### src/common/obj_pkg.sv
`default_nettype none

package obj_pkg;

    // sprite list geometry
    localparam int ENTRY_WORDS   = 8;
    localparam int ENTRY_COUNT   = 835;
    localparam int RAM_ADDR_BITS = 15;

    // field widths
    localparam int COORD_BITS   = 12;
    localparam int TILE_BITS    = 14;
    localparam int COLOR_BITS   = 8;

    // framebuffer word address is {buffer, y[7:0], x[8:2]}
    localparam int FB_ADDR_BITS = 16;

    // last position that still lands on screen
    localparam int X_LIMIT = 480;
    localparam int Y_LIMIT = 240;

    // step added by the inc bits
    localparam int POS_STEP = 16;

    // word 0: tile code in 13:0
    localparam int WORD_TILE = 0;
    // word 4: colour 7:0, flip x, flip y, reuse colour, sequence,
    // use latch y, inc y, use latch x, inc x
    localparam int WORD_ATTR = 4;
    // word 6: x 11:0, latch extra, latch master, ~use extra, ~use scroll
    localparam int WORD_X    = 6;
    // word 7: y 11:0, upper bits unused here
    localparam int WORD_Y    = 7;

    // tile code zero only updates the scroll and latch state
    typedef enum logic {
        OBJ_EMPTY,
        OBJ_SPRITE
    } obj_kind_t;

    typedef enum logic [1:0] {
        FETCH_IDLE,
        FETCH_READ,
        FETCH_LAST
    } fetch_state_t;

endpackage

`default_nettype wire

### src/obj_eval/obj_position_eval.sv
`timescale 1ns/10ps
`default_nettype none

module obj_position_eval (
    input  logic                           clk,
    input  logic                           reset,
    input  logic                           dec_valid,
    input  logic [obj_pkg::TILE_BITS-1:0]  dec_tile,
    input  logic [obj_pkg::COORD_BITS-1:0] dec_x,
    input  logic [obj_pkg::COORD_BITS-1:0] dec_y,
    input  logic [obj_pkg::COLOR_BITS-1:0] dec_color,
    input  logic                           dec_flip_x,
    input  logic                           dec_flip_y,
    input  logic                           dec_use_scroll,
    input  logic                           dec_use_extra,
    input  logic                           dec_latch_extra,
    input  logic                           dec_latch_master,
    input  logic                           dec_use_latch_x,
    input  logic                           dec_inc_x,
    input  logic                           dec_use_latch_y,
    input  logic                           dec_inc_y,
    input  logic                           dec_reuse_color,
    input  obj_pkg::obj_kind_t             dec_kind,
    output logic                           exe_valid,
    output obj_pkg::obj_kind_t             exe_kind,
    output logic [obj_pkg::TILE_BITS-1:0]  exe_tile,
    output logic [obj_pkg::COORD_BITS-1:0] exe_x,
    output logic [obj_pkg::COORD_BITS-1:0] exe_y,
    output logic [obj_pkg::COLOR_BITS-1:0] exe_color,
    output logic                           exe_flip_x,
    output logic                           exe_flip_y
);
    import obj_pkg::*;

    logic [COORD_BITS-1:0] master_x, master_y;
    logic [COORD_BITS-1:0] extra_x, extra_y;
    logic [COORD_BITS-1:0] latch_x, latch_y;
    logic [COLOR_BITS-1:0] latch_color;
    logic [COORD_BITS-1:0] base_x, base_y;
    logic [COORD_BITS-1:0] step_x, step_y;
    logic [COORD_BITS-1:0] next_x, next_y;
    logic [COLOR_BITS-1:0] next_color;

    // all position sums wrap at 4096
    always_comb begin
        step_x = dec_inc_x ? COORD_BITS'(POS_STEP) : '0;
        step_y = dec_inc_y ? COORD_BITS'(POS_STEP) : '0;
        base_x = dec_x;
        base_y = dec_y;
        if (dec_use_scroll) begin
            base_x = base_x + master_x;
            base_y = base_y + master_y;
            if (dec_use_extra) begin
                base_x = base_x + extra_x;
                base_y = base_y + extra_y;
            end
        end
        next_x     = (dec_use_latch_x ? latch_x : base_x) + step_x;
        next_y     = (dec_use_latch_y ? latch_y : base_y) + step_y;
        next_color = dec_reuse_color ? latch_color : dec_color;
    end

    always_ff @(posedge clk) begin
        if (reset) begin
            exe_valid   <= 1'b0;
            master_x    <= '0;
            master_y    <= '0;
            extra_x     <= '0;
            extra_y     <= '0;
            latch_x     <= '0;
            latch_y     <= '0;
            latch_color <= '0;
        end else begin
            exe_valid <= dec_valid;
            if (dec_valid) begin
                if (dec_latch_extra) begin
                    extra_x <= base_x;
                    extra_y <= base_y;
                end
                if (dec_latch_master) begin
                    master_x <= base_x;
                    master_y <= base_y;
                end
                latch_x     <= next_x;
                latch_y     <= next_y;
                latch_color <= next_color;
            end
        end
    end

    always_ff @(posedge clk) begin
        if (dec_valid) begin
            exe_kind   <= dec_kind;
            exe_tile   <= dec_tile;
            exe_x      <= next_x;
            exe_y      <= next_y;
            exe_color  <= next_color;
            exe_flip_x <= dec_flip_x;
            exe_flip_y <= dec_flip_y;
        end
    end

    // the draw path carries the same position and colour as the sequence state
    assert property (@(posedge clk) disable iff (reset)
        exe_valid |-> exe_x == latch_x && exe_y == latch_y && exe_color == latch_color);

endmodule

`default_nettype wire

### src/verilog/obj_draw_result.sv
`timescale 1ns/10ps
`default_nettype none

module obj_draw_result (
    input  logic                             clk,
    input  logic                             reset,
    input  logic                             list_start,
    input  logic                             list_end,
    input  logic                             exe_valid,
    input  obj_pkg::obj_kind_t               exe_kind,
    input  logic [obj_pkg::TILE_BITS-1:0]    exe_tile,
    input  logic [obj_pkg::COORD_BITS-1:0]   exe_x,
    input  logic [obj_pkg::COORD_BITS-1:0]   exe_y,
    input  logic [obj_pkg::COLOR_BITS-1:0]   exe_color,
    input  logic                             exe_flip_x,
    input  logic                             exe_flip_y,
    output logic                             draw_valid,
    output logic [obj_pkg::TILE_BITS-1:0]    draw_tile,
    output logic [obj_pkg::COORD_BITS-1:0]   draw_x,
    output logic [obj_pkg::COORD_BITS-1:0]   draw_y,
    output logic [obj_pkg::COLOR_BITS-1:0]   draw_color,
    output logic                             draw_flip_x,
    output logic                             draw_flip_y,
    output logic [obj_pkg::FB_ADDR_BITS-1:0] draw_fb_addr,
    output logic                             list_done,
    output logic [9:0]                       draw_count
);
    import obj_pkg::*;

    logic       draw_buf;
    logic       start_d;
    logic       end_d;
    logic       hit;
    logic [9:0] count;
    logic [9:0] count_next;

    // visible sprite, inside the screen window
    assign hit = exe_valid && exe_kind == OBJ_SPRITE && exe_x <= X_LIMIT && exe_y <= Y_LIMIT;
    assign count_next = count + 10'(hit);

    // list markers act two cycles late so entries still in flight stay with their list
    always_ff @(posedge clk) begin
        if (reset) begin
            draw_valid <= 1'b0;
            list_done  <= 1'b0;
            start_d    <= 1'b0;
            end_d      <= 1'b0;
            draw_buf   <= 1'b0;
            count      <= '0;
            draw_count <= '0;
        end else begin
            draw_valid <= hit;
            list_done  <= end_d;
            start_d    <= list_start;
            end_d      <= list_end;
            if (end_d) begin
                draw_count <= count_next;
            end
            if (start_d) begin
                draw_buf <= ~draw_buf;
                count    <= '0;
            end else begin
                count <= count_next;
            end
        end
    end

    always_ff @(posedge clk) begin
        if (hit) begin
            draw_tile    <= exe_tile;
            draw_x       <= exe_x;
            draw_y       <= exe_y;
            draw_color   <= exe_color;
            draw_flip_x  <= exe_flip_x;
            draw_flip_y  <= exe_flip_y;
            draw_fb_addr <= {draw_buf, exe_y[7:0], exe_x[8:2]};
        end
    end

endmodule

`default_nettype wire

### src/verilog/obj_entry_decode.sv
`timescale 1ns/10ps
`default_nettype none

module obj_entry_decode (
    input  logic                           clk,
    input  logic                           reset,
    input  logic                           entry_valid,
    input  logic [15:0]                    entry_w0,
    input  logic [15:0]                    entry_w1,
    input  logic [15:0]                    entry_w2,
    input  logic [15:0]                    entry_w3,
    input  logic [15:0]                    entry_w4,
    input  logic [15:0]                    entry_w5,
    input  logic [15:0]                    entry_w6,
    input  logic [15:0]                    entry_w7,
    output logic                           dec_valid,
    output logic [obj_pkg::TILE_BITS-1:0]  dec_tile,
    output logic [obj_pkg::COORD_BITS-1:0] dec_x,
    output logic [obj_pkg::COORD_BITS-1:0] dec_y,
    output logic [obj_pkg::COLOR_BITS-1:0] dec_color,
    output logic                           dec_flip_x,
    output logic                           dec_flip_y,
    output logic                           dec_use_scroll,
    output logic                           dec_use_extra,
    output logic                           dec_latch_extra,
    output logic                           dec_latch_master,
    output logic                           dec_use_latch_x,
    output logic                           dec_inc_x,
    output logic                           dec_use_latch_y,
    output logic                           dec_inc_y,
    output logic                           dec_reuse_color,
    output obj_pkg::obj_kind_t             dec_kind
);
    import obj_pkg::*;

    logic [15:0] w [ENTRY_WORDS];

    assign w = '{entry_w0, entry_w1, entry_w2, entry_w3,
                 entry_w4, entry_w5, entry_w6, entry_w7};

    always_ff @(posedge clk) begin
        if (reset) begin
            dec_valid <= 1'b0;
        end else begin
            dec_valid <= entry_valid;
        end
    end

    always_ff @(posedge clk) begin
        if (entry_valid) begin
            dec_tile <= w[WORD_TILE][TILE_BITS-1:0];
            dec_kind <= (w[WORD_TILE][TILE_BITS-1:0] == '0) ? OBJ_EMPTY : OBJ_SPRITE;

            dec_color       <= w[WORD_ATTR][COLOR_BITS-1:0];
            dec_flip_x      <= w[WORD_ATTR][8];
            dec_flip_y      <= w[WORD_ATTR][9];
            dec_reuse_color <= w[WORD_ATTR][10];
            // bit 11 is the sequence flag, not used
            dec_use_latch_y <= w[WORD_ATTR][12];
            dec_inc_y       <= w[WORD_ATTR][13];
            dec_use_latch_x <= w[WORD_ATTR][14];
            dec_inc_x       <= w[WORD_ATTR][15];

            dec_x            <= w[WORD_X][COORD_BITS-1:0];
            dec_latch_extra  <= w[WORD_X][12];
            dec_latch_master <= w[WORD_X][13];
            // both scroll enables are active low in RAM
            dec_use_extra    <= ~w[WORD_X][14];
            dec_use_scroll   <= ~w[WORD_X][15];

            dec_y <= w[WORD_Y][COORD_BITS-1:0];
        end
    end

endmodule

`default_nettype wire

### src/verilog/obj_entry_fetch.sv
`timescale 1ns/10ps
`default_nettype none

module obj_entry_fetch (
    input  logic                              clk,
    input  logic                              reset,
    input  logic                              frame_start,
    input  logic [15:0]                       ram_data,
    output logic [obj_pkg::RAM_ADDR_BITS-1:0] ram_addr,
    output logic                              entry_valid,
    output logic [15:0]                       entry_w0,
    output logic [15:0]                       entry_w1,
    output logic [15:0]                       entry_w2,
    output logic [15:0]                       entry_w3,
    output logic [15:0]                       entry_w4,
    output logic [15:0]                       entry_w5,
    output logic [15:0]                       entry_w6,
    output logic [15:0]                       entry_w7,
    output logic                              list_start,
    output logic                              list_end,
    output logic                              busy
);
    import obj_pkg::*;

    fetch_state_t state;
    logic [$clog2(ENTRY_COUNT)-1:0] entry_idx;
    logic [3:0] phase;
    logic [15:0] words [ENTRY_WORDS];

    // phases 0..7 address the words, phase 8 only waits for word 7
    assign ram_addr = RAM_ADDR_BITS'({entry_idx, phase[2:0]});

    assign entry_w0 = words[WORD_TILE];
    assign entry_w1 = words[1];
    assign entry_w2 = words[2];
    assign entry_w3 = words[3];
    assign entry_w4 = words[WORD_ATTR];
    assign entry_w5 = words[5];
    assign entry_w6 = words[WORD_X];
    assign entry_w7 = words[WORD_Y];

    always_ff @(posedge clk) begin
        if (reset) begin
            state       <= FETCH_IDLE;
            entry_idx   <= '0;
            phase       <= '0;
            entry_valid <= 1'b0;
            list_start  <= 1'b0;
            list_end    <= 1'b0;
            busy        <= 1'b0;
        end else begin
            entry_valid <= 1'b0;
            list_start  <= 1'b0;
            list_end    <= 1'b0;
            if (frame_start) begin
                state      <= FETCH_READ;
                entry_idx  <= '0;
                phase      <= '0;
                busy       <= 1'b1;
                list_start <= 1'b1;
                // close off a list that was still running
                list_end   <= busy;
            end else begin
                case (state)
                    FETCH_READ: begin
                        if (phase == 4'd8) begin
                            entry_valid <= 1'b1;
                            phase       <= '0;
                            if (entry_idx == ENTRY_COUNT - 1) begin
                                state     <= FETCH_LAST;
                                entry_idx <= '0;
                            end else begin
                                entry_idx <= entry_idx + 1'b1;
                            end
                        end else begin
                            phase <= phase + 4'd1;
                        end
                    end
                    FETCH_LAST: begin
                        // let the last entry drain through decode and execute
                        if (phase == 4'd3) begin
                            state    <= FETCH_IDLE;
                            phase    <= '0;
                            busy     <= 1'b0;
                            list_end <= 1'b1;
                        end else begin
                            phase <= phase + 4'd1;
                        end
                    end
                    default: ;
                endcase
            end
        end
    end

    // word n comes back one cycle after its address
    always_ff @(posedge clk) begin
        if (state == FETCH_READ && phase != 4'd0) begin
            words[3'(phase - 4'd1)] <= ram_data;
        end
    end

    // one entry per nine cycles keeps the later stages free of stalls
    assert property (@(posedge clk) disable iff (reset) entry_valid |=> !entry_valid);

endmodule

`default_nettype wire

### src/verilog/obj_list_engine.sv
`timescale 1ns/10ps
`default_nettype none

module obj_list_engine (
    input  logic                             clk,
    input  logic                             reset,
    input  logic                             frame_start,
    output logic [obj_pkg::RAM_ADDR_BITS-1:0] ram_addr,
    input  logic [15:0]                      ram_data,
    output logic                             draw_valid,
    output logic [obj_pkg::TILE_BITS-1:0]    draw_tile,
    output logic [obj_pkg::COORD_BITS-1:0]   draw_x,
    output logic [obj_pkg::COORD_BITS-1:0]   draw_y,
    output logic [obj_pkg::COLOR_BITS-1:0]   draw_color,
    output logic                             draw_flip_x,
    output logic                             draw_flip_y,
    output logic [obj_pkg::FB_ADDR_BITS-1:0] draw_fb_addr,
    output logic                             busy,
    output logic                             list_done,
    output logic [9:0]                       draw_count
);
    import obj_pkg::*;

    logic entry_valid, list_start, list_end;
    logic [15:0] entry_w0, entry_w1, entry_w2, entry_w3;
    logic [15:0] entry_w4, entry_w5, entry_w6, entry_w7;

    logic                  dec_valid;
    logic [TILE_BITS-1:0]  dec_tile;
    logic [COORD_BITS-1:0] dec_x, dec_y;
    logic [COLOR_BITS-1:0] dec_color;
    logic                  dec_flip_x, dec_flip_y;
    logic                  dec_use_scroll, dec_use_extra;
    logic                  dec_latch_extra, dec_latch_master;
    logic                  dec_use_latch_x, dec_inc_x;
    logic                  dec_use_latch_y, dec_inc_y;
    logic                  dec_reuse_color;
    obj_kind_t             dec_kind;

    logic                  exe_valid;
    obj_kind_t             exe_kind;
    logic [TILE_BITS-1:0]  exe_tile;
    logic [COORD_BITS-1:0] exe_x, exe_y;
    logic [COLOR_BITS-1:0] exe_color;
    logic                  exe_flip_x, exe_flip_y;

    obj_entry_fetch u_fetch (
        .clk, .reset, .frame_start, .ram_data, .ram_addr, .entry_valid,
        .entry_w0, .entry_w1, .entry_w2, .entry_w3,
        .entry_w4, .entry_w5, .entry_w6, .entry_w7,
        .list_start, .list_end, .busy
    );

    obj_entry_decode u_decode (
        .clk, .reset, .entry_valid,
        .entry_w0, .entry_w1, .entry_w2, .entry_w3,
        .entry_w4, .entry_w5, .entry_w6, .entry_w7,
        .dec_valid, .dec_tile, .dec_x, .dec_y, .dec_color, .dec_flip_x, .dec_flip_y,
        .dec_use_scroll, .dec_use_extra, .dec_latch_extra, .dec_latch_master,
        .dec_use_latch_x, .dec_inc_x, .dec_use_latch_y, .dec_inc_y,
        .dec_reuse_color, .dec_kind
    );

    obj_position_eval u_eval (
        .clk, .reset,
        .dec_valid, .dec_tile, .dec_x, .dec_y, .dec_color, .dec_flip_x, .dec_flip_y,
        .dec_use_scroll, .dec_use_extra, .dec_latch_extra, .dec_latch_master,
        .dec_use_latch_x, .dec_inc_x, .dec_use_latch_y, .dec_inc_y,
        .dec_reuse_color, .dec_kind,
        .exe_valid, .exe_kind, .exe_tile, .exe_x, .exe_y, .exe_color,
        .exe_flip_x, .exe_flip_y
    );

    obj_draw_result u_result (
        .clk, .reset, .list_start, .list_end,
        .exe_valid, .exe_kind, .exe_tile, .exe_x, .exe_y, .exe_color,
        .exe_flip_x, .exe_flip_y,
        .draw_valid, .draw_tile, .draw_x, .draw_y, .draw_color,
        .draw_flip_x, .draw_flip_y, .draw_fb_addr, .list_done, .draw_count
    );

endmodule

`default_nettype wire
### config.mk
export PLATFORM = sky130hd
export DESIGN_NAME = obj_list_engine
export DESIGN_NICKNAME = d
export VERILOG_FILES = /design/src/common/obj_pkg.sv /design/src/obj_eval/obj_position_eval.sv /design/src/verilog/obj_draw_result.sv /design/src/verilog/obj_entry_decode.sv /design/src/verilog/obj_entry_fetch.sv /design/src/verilog/obj_list_engine.sv
export SDC_FILE = /design/constraint.sdc
export NUM_CORES = 1
export LEC_CHECK = 0
export ABC_AREA = 1
export BUFFER_PORTS_ARGS = -buffer_cell sky130_fd_sc_hd__buf_2
export CAP_MARGIN = 10
export CORE_AREA = 3 3 298 182
export CTS_BUF_LIST = sky130_fd_sc_hd__clkbuf_4 sky130_fd_sc_hd__clkbuf_8 sky130_fd_sc_hd__clkbuf_16
export CTS_CLUSTER_SIZE = 25
export DETAILED_ROUTE_END_ITERATION = 7
export DIE_AREA = 0 0 301 185
export PLACE_DENSITY_LB_ADDON = 0.08
export REMOVE_ABC_BUFFERS = 1
export SYNTH_ARGS = -nofsm -noshare
export SYNTH_HDL_FRONTEND = slang
export SYNTH_SLANG_ARGS = --single-unit
### constraint.sdc
create_clock -name clk -period 14.7 [get_ports clk]
set_input_delay 1.47 -clock clk [delete_from_list [all_inputs] [get_ports clk]]
set_output_delay 1.47 -clock clk [all_outputs]
set_load 0.05 [all_outputs]
Word level (Yosys, flattened, before mapping)
Memories as Yosys holds them, arrays and structs flattened. A register that Yosys moved wholly into a read port is not among the register bits.
Index checks and enable logic that the tools add are counted.
{"block": "word_totals", "reg_bits": 271, "latchBits": 0, "mem_bits_rw": 128, "mem_bits_ro": 0, "out_inout_bits": 92, "mem_count": 1}
{"block": "op_classes", "n_addsub": 10, "mul": 0, "div_mod_pow": 0, "order_cmp": 2, "eq_ne": 11, "shift": 0, "n_mux": 29, "bitwise_logic": 4, "reduce_logical": 19}
{"name": "u_fetch.words", "depth": 8, "width": 16, "rd": 4, "rd_ports_with_merged_regs": 2, "wr": 1, "line_no": "obj_entry_fetch.sv:28", "source": "logic [15:0] words [ENTRY_WORDS];"}
{"operator": "$add 12x12->12", "count": 6}
{"operator": "$mux 12", "count": 6}
{"operator": "$logic_not 14->1", "count": 1}
{"operator": "$le 12x8->1 const B", "count": 1}
{"operator": "$le 12x9->1 const B", "count": 1}
{"operator": "$mux 1", "count": 12}
{"operator": "$add 10x1->10", "count": 1}
{"operator": "$add 10x1->10 const B", "count": 1}
{"operator": "$eq 10x10->1 const B", "count": 1}
{"operator": "$mux 10", "count": 1}
{"operator": "$mux 5", "count": 2}
{"operator": "$ne 3x2->1 const B", "count": 3}
{"operator": "$mux 4", "count": 2}
{"operator": "$mux 8", "count": 1}
{"operator": "$pmux 4 s2", "count": 1}
{"operator": "$reduce_and 2->1", "count": 4}
{"operator": "$reduce_and 4->1", "count": 2}
{"operator": "$mux 2", "count": 3}
{"operator": "$ne 2x1->1 const B", "count": 3}
{"operator": "$reduce_bool 2->1", "count": 3}
{"operator": "$add 4x1->4 const B", "count": 1}
{"operator": "$eq 4x2->1 const B", "count": 1}
{"operator": "$eq 4x4->1 const B", "count": 1}
{"operator": "$logic_and 1x1->1", "count": 4}
{"operator": "9 further kinds", "count": 13}

Depth between registers and ports, before layout
{"block": "logic_depth", "word_depth": 6, "ltp_mapped": 28}

Modules after synthesis
A second synthesis with hierarchy kept.
{"block": "unflattened", "cells_unflattened": 1779, "area_unflattened_um2": 17733.3}
{"module": "obj_position_eval", "n_inst": 1, "cells_each": 1208, "area_per_inst_um2": 8272.9}
{"module": "obj_entry_fetch", "n_inst": 1, "cells_each": 287, "area_per_inst_um2": 4976.0}
{"module": "obj_draw_result", "n_inst": 1, "cells_each": 208, "area_per_inst_um2": 2656.3}
{"module": "obj_entry_decode", "n_inst": 1, "cells_each": 76, "area_per_inst_um2": 1828.0}

Least setup slack after synthesis
No wires, ideal clock.
{"block": "synth_timing", "path_kind": "reg-to-reg", "start": "register u_eval.exe_x[11] (netlist name)", "end": "register u_result.draw_count[8]", "setup_ns": 0.117, "t_arrival_ns": 4.709, "required_time_ns": 14.583, "setup_slack_ns": 9.874, "stages_incl_launch_ff": 14, "n_path_buf": 0, "synth_period_minus_slack_ns": 4.826, "cell_sequence": "edfxtp_1 -> or4_1 -> nor2_1 -> o311ai_0 -> nor2_1 -> ha_1 -> ha_1 -> nand3_1 -> nor3b_1 -> nand3_1 -> xor2_1 -> nand2_1 -> o211ai_1 -> inv_1"}
{"block": "synth_via", "elab_chain_len": 4}
{"element": "start: declaration", "line_no": "obj_position_eval.sv:27", "source": "output logic [obj_pkg::COORD_BITS-1:0] exe_x,"}
{"element": "start signal: assignment", "line_no": "obj_position_eval.sv:95", "source": "exe_x <= next_x;"}
{"element": "$le 12x9->1", "line_no": "obj_draw_result.sv:38", "source": "assign hit = exe_valid && exe_kind == OBJ_SPRITE && exe_x <= X_LIMIT && exe_y <= Y_LIMIT;"}
{"element": "$logic_and 1x1->1 (2 in series)", "line_no": "obj_draw_result.sv:38"}
{"element": "net u_result.hit", "line_no": "obj_draw_result.sv:33", "source": "logic hit;"}
{"element": "$add 10x1->10", "line_no": "obj_draw_result.sv:39", "source": "assign count_next = count + 10'(hit);"}
{"element": "end signal: assignment", "line_no": "obj_draw_result.sv:57", "source": "draw_count <= count_next;"}
{"element": "end: declaration", "line_no": "obj_draw_result.sv:26", "source": "output logic [9:0] draw_count"}
The timed path passes the listed nets, and every way through them passes these cells.
A chain may end at the register's enable or synchronous reset.

Final worst setup path
{"block": "layout_timing", "start": "register u_decode.dec_y[0] (netlist name) (read register of u_fetch.words)", "end": "register u_eval.latch_y[10]"}
{"block": "layout_via", "elab_chain_len": 6}
{"element": "start: declaration", "line_no": "obj_entry_decode.sv:19", "source": "output logic [obj_pkg::COORD_BITS-1:0] dec_y,"}
{"element": "$add 12x12->12", "line_no": "obj_position_eval.sv:52", "source": "base_y = base_y + master_y;"}
{"element": "$add 12x12->12", "line_no": "obj_position_eval.sv:55", "source": "base_y = base_y + extra_y;"}
{"element": "$mux 12", "line_no": "obj_position_eval.sv:53", "source": "if (dec_use_extra) begin"}
{"element": "$mux 12 *", "line_no": "obj_position_eval.sv:50", "source": "if (dec_use_scroll) begin"}
{"element": "$mux 12 *", "line_no": "obj_position_eval.sv:59", "source": "next_y = (dec_use_latch_y ? latch_y : base_y) + step_y;"}
{"element": "$add 12x12->12 *", "line_no": "obj_position_eval.sv:59"}
{"element": "end signal: assignment", "line_no": "obj_position_eval.sv:85", "source": "latch_y <= next_y;"}
{"element": "end: declaration", "line_no": "obj_position_eval.sv:37", "source": "logic [COORD_BITS-1:0] latch_x, latch_y;"}
Every way passes the cells marked *; elsewhere a longest branch is shown, timed or not.

==> metrics.md <==
| Metric | Value |
|---|---|
| Number of global-route vias before repair | `10600` |
| Pin count of the biggest net entering global routing | `60` |
| Yosys reg bits | `340` |
| First DRT Iteration DRCs | `787` |
| Routed WL | `41200 um` |
| Global route overflow | `0` |
| Status | `completed` |
| Die W | `301 um` |
| Setup crit end kind | `register` |
| CP max FO | `4` |
| Effective utilization at floorplan | `0.302` |
| Via count | `11000` |
| Clock sinks | `340` |
| Tcrit/Tclk final | `0.265` |
| Final setup fails | `0` |
| Hold Crit Class | `reg2reg` |
| Mapped Area | `15500 um2` |
| Depth of the CTS H-tree | `2` |
| Final Critical Period | `3.90 ns` |
| # hold bufs at CTS | `0` |
| PwrDens | `110 nW/um2` |
| RSZ-0062 raised after global routing | `false` |
| Area Overhead vs Synth | `15.7%` |
| Remaining antenna violation count | `0` |
| Asr flop ratio synth | `0` |
| Core Region | `51200 um2` |
| CTS tree | `built` |
| Vias/cell | `4.43` |
| CP Launch Type | `register` |
| Max Slew Vio Count | `0` |
| Ys flop type | `edfxtp_1` |
| Share of the synthesized area in the top cell type | `0.413` |
| Yosys cell types | `40` |
| Fraction of layout cells with a size suffix above 1 | `0.140` |
| Achievable frequency | `256 MHz` |
| First-pass detailed-route iteration total | `5` |
| Initial antenna violation count | `1` |
| Post-Synthesis Cells | `1666` |
| EDFF count, synth | `213` |
| Die outline area | `55700 um2` |
| GPL Wtd Cong | `0.909` |
| Placed cell area | `16700 um2` |
| Area leader, netlist | `edfxtp_1` |
| Port-buffer cells | `108` |
| Leak | `7.98 nW` |
| Global-route wire length before repair | `63400 um` |
| Worst-margin pin slew | `1.08 ns` |
| Clock Skews | `0.0121 ns` |
| TritonCTS buffer count | `36` |
| Syn. warnings | `0` |
| Final #Nets | `1848` |
| Seq/Total Area, Yosys | `0.577` |
| Max-cap viol count | `0` |
| # Post-CTS Setup Buffers | `0` |
| Top cells by area, synth | `edfxtp_1 (41%), dfxtp_1 (16%), nand2_1 (7.8%), inv_1 (6.1%), ha_1 (4.7%)` |
| GRT Util Overall | `0.149` |
| Critical Path AT | `4.33 ns` |
| Filler cell count | `5277` |
| Worst vdd ir | `64.1 uV` |
| Post-CTS Resized | `0` |
| WL per Instance | `16.6 um` |
| Final Hold Fails | `0` |
| Worst rel slew slack | `0.279` |
| Setup TNS Final | `0 ns` |
| Root buf cell | `clkbuf_16` |
| I/O Pins | `111` |
| Clock slew seen by the registers of the worst setup and hold paths | `0.07 ns` |
| Data required, critical path | `15.13 ns` |
| Chip height | `185 um` |
| CP Class | `reg2reg` |
| Worst-Skew Late Latency | `0.52 ns` |
| Final instance area | `17900 um2` |
| Bufs on Longest Clock Path | `3` |
| Residual DRC | `0` |
| Mapped Avg Cell Area | `9.29 um2` |
| Detailed placer's ending HPWL | `29500 um` |
| Num rows | `64` |
==> through the flow <==
step                      worst slack, ns   util  hold WS [ns]  cells  power (mW)
after floorplan                      9.87      -         0.388   1606        1.05
after global placement              10.91  0.326         0.401   2422        1.07
after detailed placement            10.90  0.326         0.405   2422        1.07
after CTS                           10.85  0.349         0.416   2487        2.01
after global routing                10.41  0.349         0.423   2487        2.05
final                               10.80  0.349         0.409   2489        1.97
==> layout make-up <==
| type | count | area (um2) | area share |
|---|---|---|---|
| clock buffer | 47 | 1010 | 0.0563 |
| antenna | 2 | 5.00 | 0.000279 |
| inverter | 261 | 980 | 0.0547 |
| timing repair buffer | 123 | 653 | 0.0365 |
| tap | 693 | 867 | 0.0484 |
| sequential | 340 | 8940 | 0.499 |
| multi-input combinational | 1005 | 5260 | 0.294 |
| clock inverter | 18 | 189 | 0.0105 |
==> state kept, by name, indices dropped and copies added (netlist names), 12 cells and up <==
name,cells
u_fetch.words,57
u_result.draw_fb_addr,16
u_decode.dec_tile,14
u_eval.exe_tile,14
u_result.draw_tile,14
u_decode.dec_x,12
u_decode.dec_y,12
u_eval.exe_x,12
u_eval.exe_y,12
u_eval.extra_x,12
u_eval.extra_y,12
u_eval.latch_x,12
u_eval.latch_y,12
u_eval.master_x,12
u_eval.master_y,12
==> cells by family after synthesis <==
group | Yosys count | share of synthesized area
flip-flops | 340 | 0.577
buffers and inverters | 322 | 0.0836
AND/OR/NAND/NOR | 714 | 0.204
AO/OA/AOI/OAI | 200 | 0.0672
adder cells (fa/ha/maj) | 62 | 0.0520
XOR/XNOR | 27 | 0.0153
other | 1 | 0.000242
==> cells in the mapped netlist (7+ instances only) <==
library cell and number:
nand3_1 119, nand2_1 320, buf_4 21, nand2_2 25
ha_1 58, dfxtp_1 127, o21ai_0 102, edfxtp_1 213
nor3b_1 7, nand3_2 10, a21oi_1 73, nor3_1 10
clkbuf_1 28, inv_1 252, nor2_1 181, nand4_1 15
xor2_1 22, o211ai_1 10, inv_2 9, o21ai_1 8
==> final timing paths <==
path                                         start            endpoint  slack [ns]  cells after the start
worst max register to register   u_decode.dec_y[0]  u_eval.latch_y[10]       10.80                     25
worst max-delay path             u_decode.dec_y[0]  u_eval.latch_y[10]       10.80                     25
worst min-delay path            u_fetch.list_start    u_result.start_d        0.41                      2
worst min register to register  u_fetch.list_start    u_result.start_d        0.41                      2
==> critical path, stage by stage (launching register included) <==
cell and delay (ns):
edfxtp_1 0.39, ha_1 0.27, fa_1 0.42, nand2_1 0.10, nand2_2 0.09, nand2_1 0.08
xnor2_1 0.09, ha_1 0.42, nand2_2 0.11, nor2_2 0.15, nand2_1 0.09, nand3_1 0.08
nand2_1 0.05, nand3_1 0.13, nand3_1 0.09, nand2_1 0.23, nand2_1 0.10, nand2_2 0.11
ha_1 0.23, nand2_2 0.08, nor2_2 0.12, nand3_1 0.09, nand2_1 0.08, nand3_1 0.07
nand2_1 0.09, inv_1 0.04
==> where the power goes <==
| part | switching (mW) | total (mW) | internal, mW | leakage, nW |
|---|---|---|---|---|
| clock | 0.387 | 0.927 | 0.540 | 0.581 |
| sequential | 0.00246 | 1.01 | 1.01 | 2.95 |
| combinational | 0.0260 | 0.0335 | 0.00744 | 4.46 |
==> layer usage <==
layer,vias to the layer above,wire length [um],GRT usage,part of all wire
met4,0,798,0.0344,0.019
met3,56,2280,0.0299,0.055
li1,5632,-,-,-
met2,215,16400,0.217,0.40
met1,5122,21700,0.226,0.53
met5,-,0,0,0
==> layout by cell type, fill, tap and decap left out, types with 5 or more instances in the layout <==
cell       Yosys  final
ha_1          58     58
buf_2          6    108
nand3_1      119    119
nand2_1      320    320
o211ai_1      10     10
xnor2_1        5      5
a21oi_1       73     73
clkbuf_16      0     36
nor2_1       181    180
inv_2          9      9
xor2_1        22     22
clkbuf_4       0      7
o21ai_0      102    102
nand3_2       10     10
buf_4         21     15
inv_1        252    252
dfxtp_1      127    125
nor3b_1        7      7
nand4_1       15     15
nor3_1        10     10
o21ai_1        8      8
edfxtp_1     213    213
nand2_2       25     25
or2_2          5      5
No activity file was read; power rests on OpenSTA's default activity.
